## config.mk

```make
export PLATFORM = sky130hd
export DESIGN_NAME = ddram_csr
export DESIGN_NICKNAME = d
export VERILOG_FILES = /design/src/ddram_csr_pkg.sv /design/src/ddram_csr.sv
export SDC_FILE = /design/constraint.sdc
export NUM_CORES = 1
export LEC_CHECK = 0
export BUFFER_PORTS_ARGS = -buffer_cell sky130_fd_sc_hd__buf_2
export CORE_MARGIN = 4
export CORE_UTILIZATION = 46
export DETAILED_ROUTE_END_ITERATION = 12
export MAX_ROUTING_LAYER = met4
export PLACE_DENSITY = 0.79
export SETUP_SLACK_MARGIN = 0.3
export SLEW_MARGIN = 20
export SYNTH_ARGS = -nofsm -noshare
export SYNTH_HDL_FRONTEND = slang
export SYNTH_SLANG_ARGS = --single-unit
```

## constraint.sdc

```tcl
create_clock -name sys_clk -period 1.4 [get_ports sys_clk]
set_clock_uncertainty 0.15 [all_clocks]
set_input_delay 0.28 -clock sys_clk [delete_from_list [all_inputs] [get_ports sys_clk]]
set_output_delay 0.28 -clock sys_clk [all_outputs]
set_load 0.02 [all_outputs]
```

## src/ddram_csr_pkg.sv

```systemverilog
package ddram_csr_pkg;

// ~~~~~~~~~~~~~~~~~~~~~~~~~~~~~~
// CSR decoding
// ~~~~~~~~~~~~~~~~~~~~~~~~~~~~~~
localparam logic [3:0] CSR_PAGE = 4'h0; // Compared with csr_a[13:10].

localparam logic [1:0] REG_CTRL    = 2'd0;
localparam logic [1:0] REG_BYPASS  = 2'd1;
localparam logic [1:0] REG_REFRESH = 2'd2;

// REG_CTRL bit positions.
localparam int CTRL_BYPASS = 0;
localparam int CTRL_CKE    = 1;

localparam logic [15:0] REFRESH_RST = 16'd740; // Default refresh interval.

// ~~~~~~~~~~~~~~~~~~~~~~~~~~~~~~
// Bypass command word
// ~~~~~~~~~~~~~~~~~~~~~~~~~~~~~~
// Software writes it as a plain word and the scheduler
// drives the pin fields straight onto the command bus.
typedef union packed {
	logic [31:0] raw;
	struct packed {
		logic [12:0] rsvd;  // Bits 31..19, ignored.
		logic [1:0]  ba;    // Bits 18..17.
		logic [12:0] adr;   // Bits 16..4.
		logic        ras_n; // Bit 3.
		logic        cas_n; // Bit 2.
		logic        we_n;  // Bit 1.
		logic        cs_n;  // Bit 0.
	} pins;
} csr_bypass_u;

endpackage

```

## src/ddram_csr.sv

```systemverilog
`timescale 1ns/1ns

module ddram_csr (
	input  logic                       sys_clk,
	input  logic                       arst_n,

	input  logic [13:0]                csr_a,
	input  logic                       csr_we,
	input  logic [31:0]                csr_di,
	output logic [31:0]                csr_do,

	output logic                       bypass,
	output logic                       cke,
	output logic [15:0]                refresh_interval,
	output logic                       bypass_stb,
	output ddram_csr_pkg::csr_bypass_u bypass_cmd
);

logic       hit;
logic [1:0] idx;
logic       wr_bypass;

assign hit       = (csr_a[13:10] == ddram_csr_pkg::CSR_PAGE);
assign idx       = csr_a[1:0];
assign wr_bypass = hit && csr_we && (idx == ddram_csr_pkg::REG_BYPASS);

// ~~~~~~~~~~~~~~~~~~~~~~~~~~~~~~
// Control registers
// ~~~~~~~~~~~~~~~~~~~~~~~~~~~~~~
always_ff @(posedge sys_clk or negedge arst_n) begin
	if (!arst_n) begin
		bypass           <= 1'b1; // Software owns the device after reset.
		cke              <= 1'b0;
		refresh_interval <= ddram_csr_pkg::REFRESH_RST;
		bypass_stb       <= 1'b0;
	end else begin
		bypass_stb <= wr_bypass; // One cycle after the write.
		if (hit && csr_we) begin
			case (idx)
				ddram_csr_pkg::REG_CTRL: begin
					bypass <= csr_di[ddram_csr_pkg::CTRL_BYPASS];
					cke    <= csr_di[ddram_csr_pkg::CTRL_CKE];
				end
				ddram_csr_pkg::REG_REFRESH: refresh_interval <= csr_di[15:0];
				default: ;
			endcase
		end
	end
end

// Command word is payload only.
always_ff @(posedge sys_clk) begin
	if (wr_bypass)
		bypass_cmd.raw <= csr_di;
end

// ~~~~~~~~~~~~~~~~~~~~~~~~~~~~~~
// Readback
// ~~~~~~~~~~~~~~~~~~~~~~~~~~~~~~
always_ff @(posedge sys_clk or negedge arst_n) begin
	if (!arst_n) begin
		csr_do <= '0;
	end else begin
		csr_do <= '0; // Misses read as zero.
		if (hit) begin
			case (idx)
				ddram_csr_pkg::REG_CTRL:    csr_do <= {30'd0, cke, bypass};
				ddram_csr_pkg::REG_BYPASS:  csr_do <= bypass_cmd.raw;
				ddram_csr_pkg::REG_REFRESH: csr_do <= {16'd0, refresh_interval};
				default: ;
			endcase
		end
	end
end

endmodule

```

==> flow_metrics.py <==
metrics = {
    "outcome": {
        "status": "finished, violations left",
        "violations": "negative setup slack",
    },
    "detailed_routing": {
        "vias": 2566,
        "drtIter0Drc": 188,
        "drc": 0,
        "wirelength_um": 12300,
        "wl_per_cell_um": 25.7,
        "vias_per_cell": 5.37,
        "ant_nets": 0,
        "first_pass_iters": 4,
    },
    "worst_setup_path": {
        "timing.rr.end": "csr_do[0]",
        "path_class": "reg -> out",
        "cp.required_ps": 970,
        "startpoint_type": "flip-flop",
        "worst_path_largest_cell_delay_ps": 590,
        "cp_top_family": "flip-flops",
        "timing.reg2reg.setup_slack_ps": 80,
        "crit_slowest_cell": "dfstp_2",
        "crit_path_cell_trace": "buf_6",
        "cp_data_arrival_time_ps": 1070,
        "critPathBufInv": 1,
        "reg2regPathDepth": 4,
        "end_kind": "output pin",
        "worst-path-max-fanout": 2,
        "r2r_start": "bypass",
    },
    "yosys": {
        "syn_area_per_cell_um2": 17.1,
        "syn_nets": 219,
        "synth_warnings": 0,
        "ys_seq_area_share_pct": 77.2,
        "netlist_area_um2": 2910,
        "synth-seq-cells": 83,
        "synth_cell_types": 19,
        "synthCells": 170,
    },
    "clock_network": {
        "cts_buffers": 9,
        "cts_sinks": 83,
        "cts_tree": "built",
        "path_clk_slew_ps": 100,
        "insertion_delay_ps": 350,
        "cts-htree-levels": 3,
        "cts_max_path_buffers": 2,
        "cts_root_buf": "clkbuf_8",
    },
    "finish": {
        "nets": 446,
        "layout_commonest_cell": "buf_6",
        "fill_cells": 163,
        "seq_area_um2": 2240,
        "multi_input_area_um2": 866,
        "drive_gt1_share_pct": 69.7,
        "syn_to_final_growth_pct": 95.3,
        "mostFrequentLayoutCells": "buf_6 (96), dfrtp_1 (45), buf_4 (42)",
    },
    "die": {
        "rows": 28,
        "core_area_um2": 6030,
        "start_util_pct": 48.3,
        "io-pin-count": 132,
        "fp.dieH_um": 87.5,
        "fp.dieArea_um2": 7660,
        "die_x_um": 87.5,
    },
    "sta": {
        "tightestPinTransition_ps": 287,
        "max_freq_mhz": 666,
        "fin_hold_ws_ps": 25.0,
        "finalSetupTns_ps": -569,
        "maxSlewViolCount": 0,
        "worst_slew_margin_rel_pct": 80.9,
        "hold_viol": 0,
        "period_share_pct": 107,
        "period_minus_slack_ps": 1500,
        "fin_ws_ps": -101,
        "setup_viol": 20,
        "rsz0062_at_grt": "true",
    },
    "place": {
        "dp_slack_ps": -275,
        "place_congestion": 0.734,
        "dp_hpwl_um": 4720,
        "numPortBuffers": 123,
    },
    "global_route": {
        "grt_max_degree": 52,
        "grt_pass1_wl_um": 14500,
        "antenna_found_initial": 0,
        "grtUsageTotal_pct": 27.1,
        "grt_pass1_vias": 2627,
        "grt_overflow": 0,
    },
    "pwr": {
        "combPwrFrac_pct": 17.0,
        "switching_power_uw": 1490,
        "switching_share_pct": 27.0,
        "power_frac_seq_pct": 48.9,
        "intPower_uw": 4040,
        "p_per_area_nw_per_um2": 974,
        "clkPwrFrac_pct": 34.1,
        "p_leak_uw": 0.00261,
        "max-vdd-ir-drop_v": 0.000957,
    },
    "flow_run": {
        "cap_violations": 0,
    },
    "min_path": {
        "hold_depth": 2,
        "hp-class": "in -> reg",
        "min_to": "refresh_interval[15]",
        "min_from": "csr_di[15]",
    },
}
[final cells by class]
| type | count | area share [%] |
|---|---|---|
| Multi-Input combinational cell | 79 | 15.2 |
| Clock inverter | 6 | 1.28 |
| Timing Repair Buffer | 224 | 39.8 |
| Sequential cell | 83 | 39.5 |
| Clock buffer | 10 | 2.42 |
| Tap cell | 75 | 1.65 |
| Antenna cell | 1 | 0.0441 |
[metrics by stage]
step	instances	cell area (um^2)	total power [uW]	utilization, %
after floorplan	170	2940	2970	-
after global placement	370	3730	3200	61.9
after detailed placement	370	3730	3220	61.9
after CTS	452	5340	5300	88.7
after global routing	477	5680	5680	94.2
final	478	5680	5530	94.2
[how the worst max path moves through the flow]
stage,from,to,slack [ps],depth (start not counted)
3_3_place_gp,csr_a[11],bypass_cmd[12],-260,5
2_1_floorplan,csr_a[11],bypass_cmd[0],-290,2
5_1_grt,refresh_interval[5],refresh_interval[5],-120,1
3_5_place_dp,csr_a[11],bypass_cmd[12],-270,5
4_1_cts,refresh_interval[5],refresh_interval[5],-60,1
6_report,refresh_interval[5],refresh_interval[5],-100,1
[sequential cells by signal, indices dropped and copies added, names as in the netlist]
| register | flops |
|---|---|
| bypass_cmd | 32 |
| csr_do | 32 |
| refresh_interval | 16 |
| bypass | 1 |
| bypass_stb | 1 |
| cke | 1 |
[what timing repair did]
action                                  CTS  global route
gates cloned                              5             1
buffers inserted                         28            24
endpoints found under the hold margin    77             0
endpoints found under the setup margin  150           166
pin swaps                                22            15
hold buffers                             33             0
resized for setup                       217            33
[cells in the mapped netlist]
library cell | count | area share, %
buf_6 | 1 | 0.39
and3_1 | 17 | 3.7
mux2_4 | 10 | 5.2
a22oi_1 | 14 | 3.6
or2_2 | 2 | 0.43
dfrtp_1 | 45 | 39
clkbuf_1 | 8 | 1.0
nor4_4 | 1 | 0.73
a21oi_1 | 2 | 0.34
nor2b_1 | 2 | 0.43
nand2_1 | 2 | 0.26
mux2i_1 | 2 | 0.69
edfxtp_1 | 32 | 33
mux2_2 | 8 | 3.1
dfstp_2 | 6 | 5.4
nand3_4 | 1 | 0.60
nand3_1 | 1 | 0.17
or4_1 | 1 | 0.26
nor2_1 | 15 | 1.9
[cells by family (layout without fill, tap and decap cells)]
kind of cell	count (synthesis)	in the layout	synth area share (%)
flip-flops	83	83	77.2
AND/OR/NAND/NOR	42	43	8.48
multiplexers	20	20	8.95
AO/OA/AOI/OAI	16	16	3.96
buffers and inverters	9	240	1.42
other	0	1	0
[layer usage]
layer  wire length, um  track usage, %  share of wire, %
met3               946            6.34               7.7
met2              6750            45.9                55
met5                 0               -                 0
met1              4310            31.5                35
met4               291            9.76               2.4
[power groups by stage]
stage	clock (uW)	sequential, uW	combinational, uW
3_5_place_dp	0	2730	484
6_report	1890	2700	938
4_1_cts	1810	2690	799
5_1_grt	1990	2710	977
2_1_floorplan	0	2830	146
3_3_place_gp	0	2730	468
Note: power is estimated with default switching activity, not from simulation.
