**src/ddram_cmd_pkg.sv**
```systemverilog
package ddram_cmd_pkg;

// ~~~~~~~~~~~~~~~~~~~~~~~~~~~~~~
// Pin commands, {cs_n, ras_n, cas_n, we_n}
// ~~~~~~~~~~~~~~~~~~~~~~~~~~~~~~
localparam logic [3:0] CMD_NOP   = 4'b0111;
localparam logic [3:0] CMD_ACT   = 4'b0011;
localparam logic [3:0] CMD_READ  = 4'b0101;
localparam logic [3:0] CMD_WRITE = 4'b0100;
localparam logic [3:0] CMD_PRE   = 4'b0010;
localparam logic [3:0] CMD_REF   = 4'b0001;
localparam logic [3:0] CMD_MRS   = 4'b0000;

// ~~~~~~~~~~~~~~~~~~~~~~~~~~~~~~
// Device timing, in sys_clk cycles
// ~~~~~~~~~~~~~~~~~~~~~~~~~~~~~~
localparam int T_RCD   = 2; // ACT to READ/WRITE.
localparam int T_RP    = 2; // PRE to ACT.
localparam int T_RFC   = 8; // REF to next command.
localparam int CAS_LAT = 2; // READ to first beat.

// Wait counter loads; a state issues its command once the counter is zero.
localparam int WAIT_W = 4;
localparam logic [WAIT_W-1:0] RP_WAIT     = WAIT_W'(T_RP - 1);
localparam logic [WAIT_W-1:0] RCD_WAIT    = WAIT_W'(T_RCD - 1);
localparam logic [WAIT_W-1:0] RFC_WAIT    = WAIT_W'(T_RFC - 1);
localparam logic [WAIT_W-1:0] WR_ACK_WAIT = WAIT_W'(1);

// ~~~~~~~~~~~~~~~~~~~~~~~~~~~~~~
// Address fields
// ~~~~~~~~~~~~~~~~~~~~~~~~~~~~~~
localparam int FML_ADR_W   = 26;
localparam int ROW_W       = 13;
localparam int BANK_W      = 2;
localparam int COL_W       = 9;
localparam int NBANKS      = 1 << BANK_W;
localparam int COL_LSB     = 3;  // Byte offset below is dropped.
localparam int BANK_LSB    = 11;
localparam int ROW_LSB     = 13;
localparam int PRE_ALL_BIT = 10; // A10 selects all banks on PRE.

// Scheduler FSM states.
localparam int ST_W = 3;
localparam logic [ST_W-1:0] S_IDLE   = 3'd0;
localparam logic [ST_W-1:0] S_PRE    = 3'd1;
localparam logic [ST_W-1:0] S_ACT    = 3'd2;
localparam logic [ST_W-1:0] S_ACCESS = 3'd3;
localparam logic [ST_W-1:0] S_WREAD  = 3'd4;
localparam logic [ST_W-1:0] S_RPRE   = 3'd5;
localparam logic [ST_W-1:0] S_REF    = 3'd6;

endpackage

```
**src/ddram_csr_pkg.sv**
```systemverilog
package ddram_csr_pkg;

// ~~~~~~~~~~~~~~~~~~~~~~~~~~~~~~
// CSR decoding
// ~~~~~~~~~~~~~~~~~~~~~~~~~~~~~~
localparam logic [3:0] CSR_PAGE = 4'h0; // Compared with csr_a[13:10].

localparam logic [1:0] REG_CTRL    = 2'd0;
localparam logic [1:0] REG_BYPASS  = 2'd1;
localparam logic [1:0] REG_REFRESH = 2'd2;

// REG_CTRL bit positions.
localparam int CTRL_BYPASS = 0;
localparam int CTRL_CKE    = 1;

localparam logic [15:0] REFRESH_RST = 16'd740; // Default refresh interval.

// ~~~~~~~~~~~~~~~~~~~~~~~~~~~~~~
// Bypass command word
// ~~~~~~~~~~~~~~~~~~~~~~~~~~~~~~
// Software writes it as a plain word and the scheduler
// drives the pin fields straight onto the command bus.
typedef union packed {
	logic [31:0] raw;
	struct packed {
		logic [12:0] rsvd;  // Bits 31..19, ignored.
		logic [1:0]  ba;    // Bits 18..17.
		logic [12:0] adr;   // Bits 16..4.
		logic        ras_n; // Bit 3.
		logic        cas_n; // Bit 2.
		logic        we_n;  // Bit 1.
		logic        cs_n;  // Bit 0.
	} pins;
} csr_bypass_u;

endpackage

```
**src/ddram_scheduler.sv**
```systemverilog
`timescale 1ns/1ns

module ddram_scheduler (
	input  logic                                  sys_clk,
	input  logic                                  arst_n,

	input  logic                                  bypass,
	input  logic [15:0]                           refresh_interval,
	input  logic                                  bypass_stb,
	input  ddram_csr_pkg::csr_bypass_u            bypass_cmd,

	input  logic [ddram_cmd_pkg::FML_ADR_W-1:0]   fml_adr,
	input  logic                                  fml_stb,
	input  logic                                  fml_we,
	output logic                                  fml_ack,

	output logic [3:0]                            cmd,
	output logic [ddram_cmd_pkg::ROW_W-1:0]       adr,
	output logic [ddram_cmd_pkg::BANK_W-1:0]      ba,
	output logic                                  wr_start,
	output logic                                  rd_start,
	input  logic                                  rd_done
);

logic [ddram_cmd_pkg::ST_W-1:0]   state;
logic [ddram_cmd_pkg::WAIT_W-1:0] cnt;
logic                             ack_q;
logic [15:0]                      ref_cnt;
logic                             ref_due;

logic [ddram_cmd_pkg::NBANKS-1:0] bank_open;
logic [ddram_cmd_pkg::ROW_W-1:0]  open_row [ddram_cmd_pkg::NBANKS];

// Request fields, held stable by the host until fml_ack.
logic [ddram_cmd_pkg::ROW_W-1:0]  req_row;
logic [ddram_cmd_pkg::BANK_W-1:0] req_ba;
logic [ddram_cmd_pkg::COL_W-1:0]  req_col;

assign req_row = fml_adr[ddram_cmd_pkg::ROW_LSB +: ddram_cmd_pkg::ROW_W];
assign req_ba  = fml_adr[ddram_cmd_pkg::BANK_LSB +: ddram_cmd_pkg::BANK_W];
assign req_col = {fml_adr[ddram_cmd_pkg::COL_LSB +: ddram_cmd_pkg::COL_W - 1], 1'b0};

// Write ack comes from the FSM, read ack straight from the capture.
assign fml_ack = ack_q | rd_done;

// ~~~~~~~~~~~~~~~~~~~~~~~~~~~~~~
// Command decode
// ~~~~~~~~~~~~~~~~~~~~~~~~~~~~~~
always_comb begin
	cmd      = ddram_cmd_pkg::CMD_NOP;
	adr      = '0;
	ba       = '0;
	wr_start = 1'b0;
	rd_start = 1'b0;
	if (state == ddram_cmd_pkg::S_IDLE) begin
		if (bypass && bypass_stb) begin
			cmd = {bypass_cmd.pins.cs_n, bypass_cmd.pins.ras_n,
				bypass_cmd.pins.cas_n, bypass_cmd.pins.we_n};
			adr = bypass_cmd.pins.adr;
			ba  = bypass_cmd.pins.ba;
		end
	end else if (cnt == '0) begin
		case (state)
			ddram_cmd_pkg::S_PRE: begin
				cmd = ddram_cmd_pkg::CMD_PRE;
				ba  = req_ba;
			end
			ddram_cmd_pkg::S_ACT: begin
				cmd = ddram_cmd_pkg::CMD_ACT;
				adr = req_row;
				ba  = req_ba;
			end
			ddram_cmd_pkg::S_ACCESS: begin
				cmd = fml_we ? ddram_cmd_pkg::CMD_WRITE : ddram_cmd_pkg::CMD_READ;
				adr[ddram_cmd_pkg::COL_W-1:0] = req_col; // A10 low, no auto precharge.
				ba       = req_ba;
				wr_start = fml_we;
				rd_start = !fml_we;
			end
			ddram_cmd_pkg::S_RPRE: begin
				cmd = ddram_cmd_pkg::CMD_PRE;
				adr[ddram_cmd_pkg::PRE_ALL_BIT] = 1'b1;
			end
			ddram_cmd_pkg::S_REF: cmd = ddram_cmd_pkg::CMD_REF;
			default: ;
		endcase
	end
end

// ~~~~~~~~~~~~~~~~~~~~~~~~~~~~~~
// Sequencing FSM
// ~~~~~~~~~~~~~~~~~~~~~~~~~~~~~~
always_ff @(posedge sys_clk or negedge arst_n) begin
	if (!arst_n) begin
		state     <= ddram_cmd_pkg::S_IDLE;
		cnt       <= '0;
		ack_q     <= 1'b0;
		bank_open <= '0;
	end else begin
		ack_q <= 1'b0;
		if (cnt != '0) begin
			cnt <= cnt - 1'b1; // Timing gap, NOP on the bus.
		end else begin
			case (state)
				ddram_cmd_pkg::S_IDLE: begin
					if (bypass) begin
						state <= ddram_cmd_pkg::S_IDLE;
					end else if (ref_due) begin
						state <= ddram_cmd_pkg::S_RPRE;
					end else if (fml_stb && !ack_q) begin
						if (!bank_open[req_ba])
							state <= ddram_cmd_pkg::S_ACT;
						else if (open_row[req_ba] != req_row)
							state <= ddram_cmd_pkg::S_PRE; // Row miss.
						else
							state <= ddram_cmd_pkg::S_ACCESS;
					end
				end
				ddram_cmd_pkg::S_PRE: begin
					bank_open[req_ba] <= 1'b0;
					state             <= ddram_cmd_pkg::S_ACT;
					cnt               <= ddram_cmd_pkg::RP_WAIT;
				end
				ddram_cmd_pkg::S_ACT: begin
					bank_open[req_ba] <= 1'b1;
					state             <= ddram_cmd_pkg::S_ACCESS;
					cnt               <= ddram_cmd_pkg::RCD_WAIT;
				end
				ddram_cmd_pkg::S_ACCESS: begin
					state <= ddram_cmd_pkg::S_WREAD;
					cnt   <= fml_we ? ddram_cmd_pkg::WR_ACK_WAIT : '0;
				end
				ddram_cmd_pkg::S_WREAD: begin
					if (fml_we) begin
						ack_q <= 1'b1;
						state <= ddram_cmd_pkg::S_IDLE;
					end else if (rd_done) begin
						state <= ddram_cmd_pkg::S_IDLE;
					end
				end
				ddram_cmd_pkg::S_RPRE: begin
					bank_open <= '0;
					state     <= ddram_cmd_pkg::S_REF;
					cnt       <= ddram_cmd_pkg::RP_WAIT;
				end
				ddram_cmd_pkg::S_REF: begin
					state <= ddram_cmd_pkg::S_IDLE;
					cnt   <= ddram_cmd_pkg::RFC_WAIT;
				end
				default: state <= ddram_cmd_pkg::S_IDLE;
			endcase
		end
		if (bypass)
			bank_open <= '0; // Software may touch any bank.
	end
end

// Open row per bank, valid only where bank_open is set.
always_ff @(posedge sys_clk) begin
	if (state == ddram_cmd_pkg::S_ACT && cnt == '0)
		open_row[req_ba] <= req_row;
end

// ~~~~~~~~~~~~~~~~~~~~~~~~~~~~~~
// Refresh timer
// ~~~~~~~~~~~~~~~~~~~~~~~~~~~~~~
always_ff @(posedge sys_clk or negedge arst_n) begin
	if (!arst_n) begin
		ref_cnt <= '0;
		ref_due <= 1'b0;
	end else if (bypass) begin
		ref_cnt <= refresh_interval; // Suspended.
		ref_due <= 1'b0;
	end else begin
		if (state == ddram_cmd_pkg::S_REF && cnt == '0)
			ref_due <= 1'b0;
		if (ref_cnt == '0) begin
			ref_cnt <= refresh_interval;
			ref_due <= 1'b1;
		end else begin
			ref_cnt <= ref_cnt - 1'b1;
		end
	end
end

endmodule

```
**config.mk**
```make
export PLATFORM = sky130hd
export DESIGN_NAME = ddram_scheduler
export DESIGN_NICKNAME = d
export VERILOG_FILES = /design/src/ddram_cmd_pkg.sv /design/src/ddram_csr_pkg.sv /design/src/ddram_scheduler.sv
export SDC_FILE = /design/constraint.sdc
export NUM_CORES = 1
export LEC_CHECK = 0
export BUFFER_PORTS_ARGS = -buffer_cell sky130_fd_sc_hd__buf_2
export CAP_MARGIN = 40
export CORE_MARGIN = 1
export CORE_UTILIZATION = 50
export CTS_CLUSTER_SIZE = 40
export DETAILED_ROUTE_END_ITERATION = 8
export GPL_ROUTABILITY_DRIVEN = 0
export PLACE_DENSITY = 0.78
export SLEW_MARGIN = 20
export SYNTH_ARGS = -nofsm -noshare
export SYNTH_HDL_FRONTEND = slang
export SYNTH_SLANG_ARGS = --single-unit
```
**constraint.sdc**
```tcl
create_clock -name sys_clk -period 2.6 [get_ports sys_clk]
set_input_delay 0.13 -clock sys_clk [delete_from_list [all_inputs] [get_ports sys_clk]]
set_output_delay 0.13 -clock sys_clk [all_outputs]
set_load 0.05 [all_outputs]
```
==> impl_results.md <==
* Hold Path Class: input pin to flip-flop
* Met3 capacity usage during global routing at 4.31%
* Stage delay of the slowest cell on the critical path at 480 ps
* Top_reg_cell synth: edfxtp_1
* Final cell count without fillers at 529
* Post-synthesis net count at 412
* Overflow left after global routing at 0
* Number of distinct standard cells referenced by the synthesized netlist at 51
* Quantity of I/O buffers inserted on ports at 86
* Async set or reset register ratio after synthesis at 35.8%
* Synth warnings at 0
* Detail-routed via count per cell at 5.56
* Top Usage Layer GRT: met2
* Placed cell count at 511
* Worst-Margin Slew at 736 ps
* Clock share of power at 25.7%
* Worst path bufs/invs at 3
* Number of global-route vias before repair at 2898
* Top fanout value on the critical path at 12
* Unrepaired setup endpoints after global routing: false
* Portion of synthesized cell area occupied by the leading cell type at 38.8%
* CTS clk-pin slew, worst paths at 90 ps
* Sum of net half-perimeters after detailed placement at 5930 µm
* Register area share after synthesis at 56.8%
* Die outline area at 0.00841 mm²
* End of the worst register-to-register path: ref_cnt[15]$_DFF_PN0_
* Worst ir drop on vdd at 0.406 mV
* Cell with the largest stage delay on the worst path: or3b_4
* Storage element area at 0.00229 mm²
* Launch point of the worst hold path: refresh_interval[11]
* Ratio of cells with drive above 1 in the final layout at 32.3%
* Endpoint kind of the worst setup timing path: output port
* Maximum number of pins on one net before global-route repair at 30
* Clock sink count at 81
* Root Buffer: clkbuf_8
* Met1 global-route usage at 27.8%
* Fraction of met2 tracks used by global routing at 37.2%
* Number of buffers added by the clock tree synthesis step at 9
* Psw at 1.37 mW
* Post-synth EDFFs at 52
* Minimum clock period after layout at 2420 ps
* Number of fill cells at 627
* Sum of routed wire length over all layers at 8480 µm
* Part of the total power dissipated in sequential elements at 44.1%
* Number of cells on the worst reg-to-reg path at 6
* Total setup buffers inserted after CTS at 0
* Switching part of the total power at 36.7%
* Cells along the critical path: inv_1 -> ha_1 -> or3b_4 -> nor2_1 -> buf_4 -> a22o_1 -> buf_2
* Area added between synthesis and finish at 20.1%
* Die Span Y at 91.7 µm
* Max clock buf depth at 2
* Class of the most critical setup path: flip-flop to output port
* LEAKAGE at 1.90 nW
* Place WS at 312 ps
* Number of design-rule violations left by the first detailed-router iteration at 167
* Maximum clock skew at final layout at 10.2 ps
* Clk_lat worst skew at 350 ps
* DRC Markers at 0
* Starting utilization of the core area at 51.8%
* First drt pass iteration count at 4
* Area leader, netlist: edfxtp_1
* FF-to-FF Start: ref_cnt[8]$_DFF_PN0_
* Setup crit start kind: flip-flop
* Hold Path Stages at 3
* Endpoints failing hold at 0
* GRT Util Overall at 21.6%
* Internal power of the cells at 2.37 mW
* Post-synthesis sequential element count at 81
* Setup TNS Final at 0 ps
* Number of antenna cells inserted at 0
* Die X-Extent at 91.7 µm
* Reg2reg setup slack at 410 ps
* Worst hold endpoint: ref_cnt[11]$_DFF_PN0_
* Layout net count at 506
* Final setup slack of the worst path at 180 ps
* Wire length of the first global-routing pass at 14000 µm
* Drt wl/cell at 16.0 µm
* Pwr dens at 773 mW/mm²
* Arrival @ worst endpoint at 2290 ps
* Number of placement rows at 32
* Detailed-route via count at 2941
* Avg Inst Size Synth at 12.3 µm²
* Crit-path leading delay family: simple AND/OR/NAND/NOR gates
* Number of H-tree branching levels at 3
* CTS tree: yes
* Relative slew slack at 50.9%
* Total standard cell area after synthesis at 0.00402 mm²
* Logic gate share of total power at 30.2%
* I/O pin count at 103
* Placeable core region at 0.00777 mm²
* Highest achievable clock rate at 413 MHz
* Top area cells in the synthesized netlist: edfxtp_1 39%, dfrtp_1 18%, mux4_2 7.8%
* Final Cycle Share at 93.1%
* Critical path required time at 2470 ps
* Post-detailed-route count of antenna-violating nets at 0
* Multi-input gate area in the final layout at 0.00164 mm²
* Max-Cap Viols at 0
* Result of the run: finished clean
* Max Transition Viols Final at 0
* Final setup vio count at 0
* Mapped Cells at 328
* Number of antenna violations at the first check in global routing at 0
## state kept, by name, indices dropped and copies added (netlist names)
name and flops:
bank_open 4, ack_q 1, cnt 4, ref_due 1, state 3, ref_cnt 16
open_row 52
## power by group through the flow
stage / Clock [mW] / Sequential [mW] / Combinational, mW
floorplan: 0 / 1.58 / 0.884
global placement: 0 / 1.65 / 1.09
detailed placement: 0 / 1.66 / 1.12
CTS: 0.978 / 1.64 / 1.13
global route: 1.04 / 1.66 / 1.24
finish: 0.961 / 1.65 / 1.13
## synth_stat cells (all sizes together) (3+ instances only)
cell type and n:
o211ai 4, xnor2 22, edfxtp 52, nor2b 3, o31ai 4, nand4 3, nor4 4, a22o 6
a21oi 22, buf 6, clkbuf 9, nand2 20, mux2i 13, nand3 7, inv 13, nor2 31
nor3 12, mux4 14, o21ai 16, ha 3, a31oi 3, dfrtp 29, xor2 4
## worst max-delay path by stage
stage	start	end	slack, ps	cells after the start
2_1_floorplan	cnt[0]$_DFFE_PN0P_	rd_start	-350	5
3_3_place_gp	fml_adr[11]	state[1]$_DFFE_PN0P_	380	6
3_5_place_dp	cnt[0]$_DFFE_PN0P_	bank_open[0]$_DFFE_PN0P_	310	7
4_1_cts	cnt[0]$_DFFE_PN0P_	adr[11]	20	7
5_1_grt	cnt[0]$_DFFE_PN0P_	adr[12]	9	7
6_report	cnt[0]$_DFFE_PN0P_	adr[12]	180	7
## placed cells by master, fill, tap and decap left out, types with 6 or more instances in the layout
master and instances:
nor3_1 11, a21oi_1 22, nand2_1 20, buf_2 86, nand3_1 6, mux2i_1 13, nor2_1 30, o21ai_0 15
buf_4 10, dfrtp_1 28, clkbuf_8 9, xnor2_1 22, a22o_1 6, mux4_2 14, inv_1 13, edfxtp_1 52
## logic make-up after synthesis
family / after synthesis / share of synthesized area [%]
AOI/OAI and AO/OA: 66 / 10.4
DFF: 81 / 56.8
and+or+nand+nor: 96 / 11.9
xor gates and xnor gates: 26 / 5.66
muxes: 28 / 11.3
adders and majority gates: 3 / 0.933
buffers and inverters: 28 / 2.92
## per-stage QoR
step                      hold WS (ps)  power (mW)  utilization (%)  cell area, µm²
after floorplan                   -166        2.47                -            4020
after global placement             199        2.75             59.2            4600
after detailed placement           197        2.79             59.2            4600
after CTS                         4.11        3.74             62.1            4820
after global routing              16.0        3.94             62.2            4830
final                             18.2        3.74             62.2            4830
## layer usage
| layer | vias up | share of wire (%) |
|---|---|---|
| met5 | - | 0 |
| met4 | 0 | 0.85 |
| met3 | 6 | 5.6 |
| met2 | 104 | 50 |
| met1 | 1412 | 43 |
| li1 | 1419 | - |
## final cells by class
| type | count | area share [%] |
|---|---|---|
| Sequential cell | 81 | 47.3 |
| Multi-Input combinational cell | 219 | 33.9 |
| Timing Repair Buffer | 98 | 10.9 |
| Tap cell | 102 | 2.64 |
| Clock buffer | 9 | 2.56 |
| Clock inverter | 7 | 1.73 |
| Inverter | 13 | 1.01 |
## worst min-delay path: stages
cell,delay [ps]
buf_2,70
nor2_1,30
a21oi_1,90
## what timing repair did
item / in CTS / in global routing
endpoints found under the setup margin: 0 / 10
endpoints found under the hold margin: 30 / 0
hold buffers: 2 / 0
gates resized for setup: 0 / 4
(Power assumes the default switching activity.)
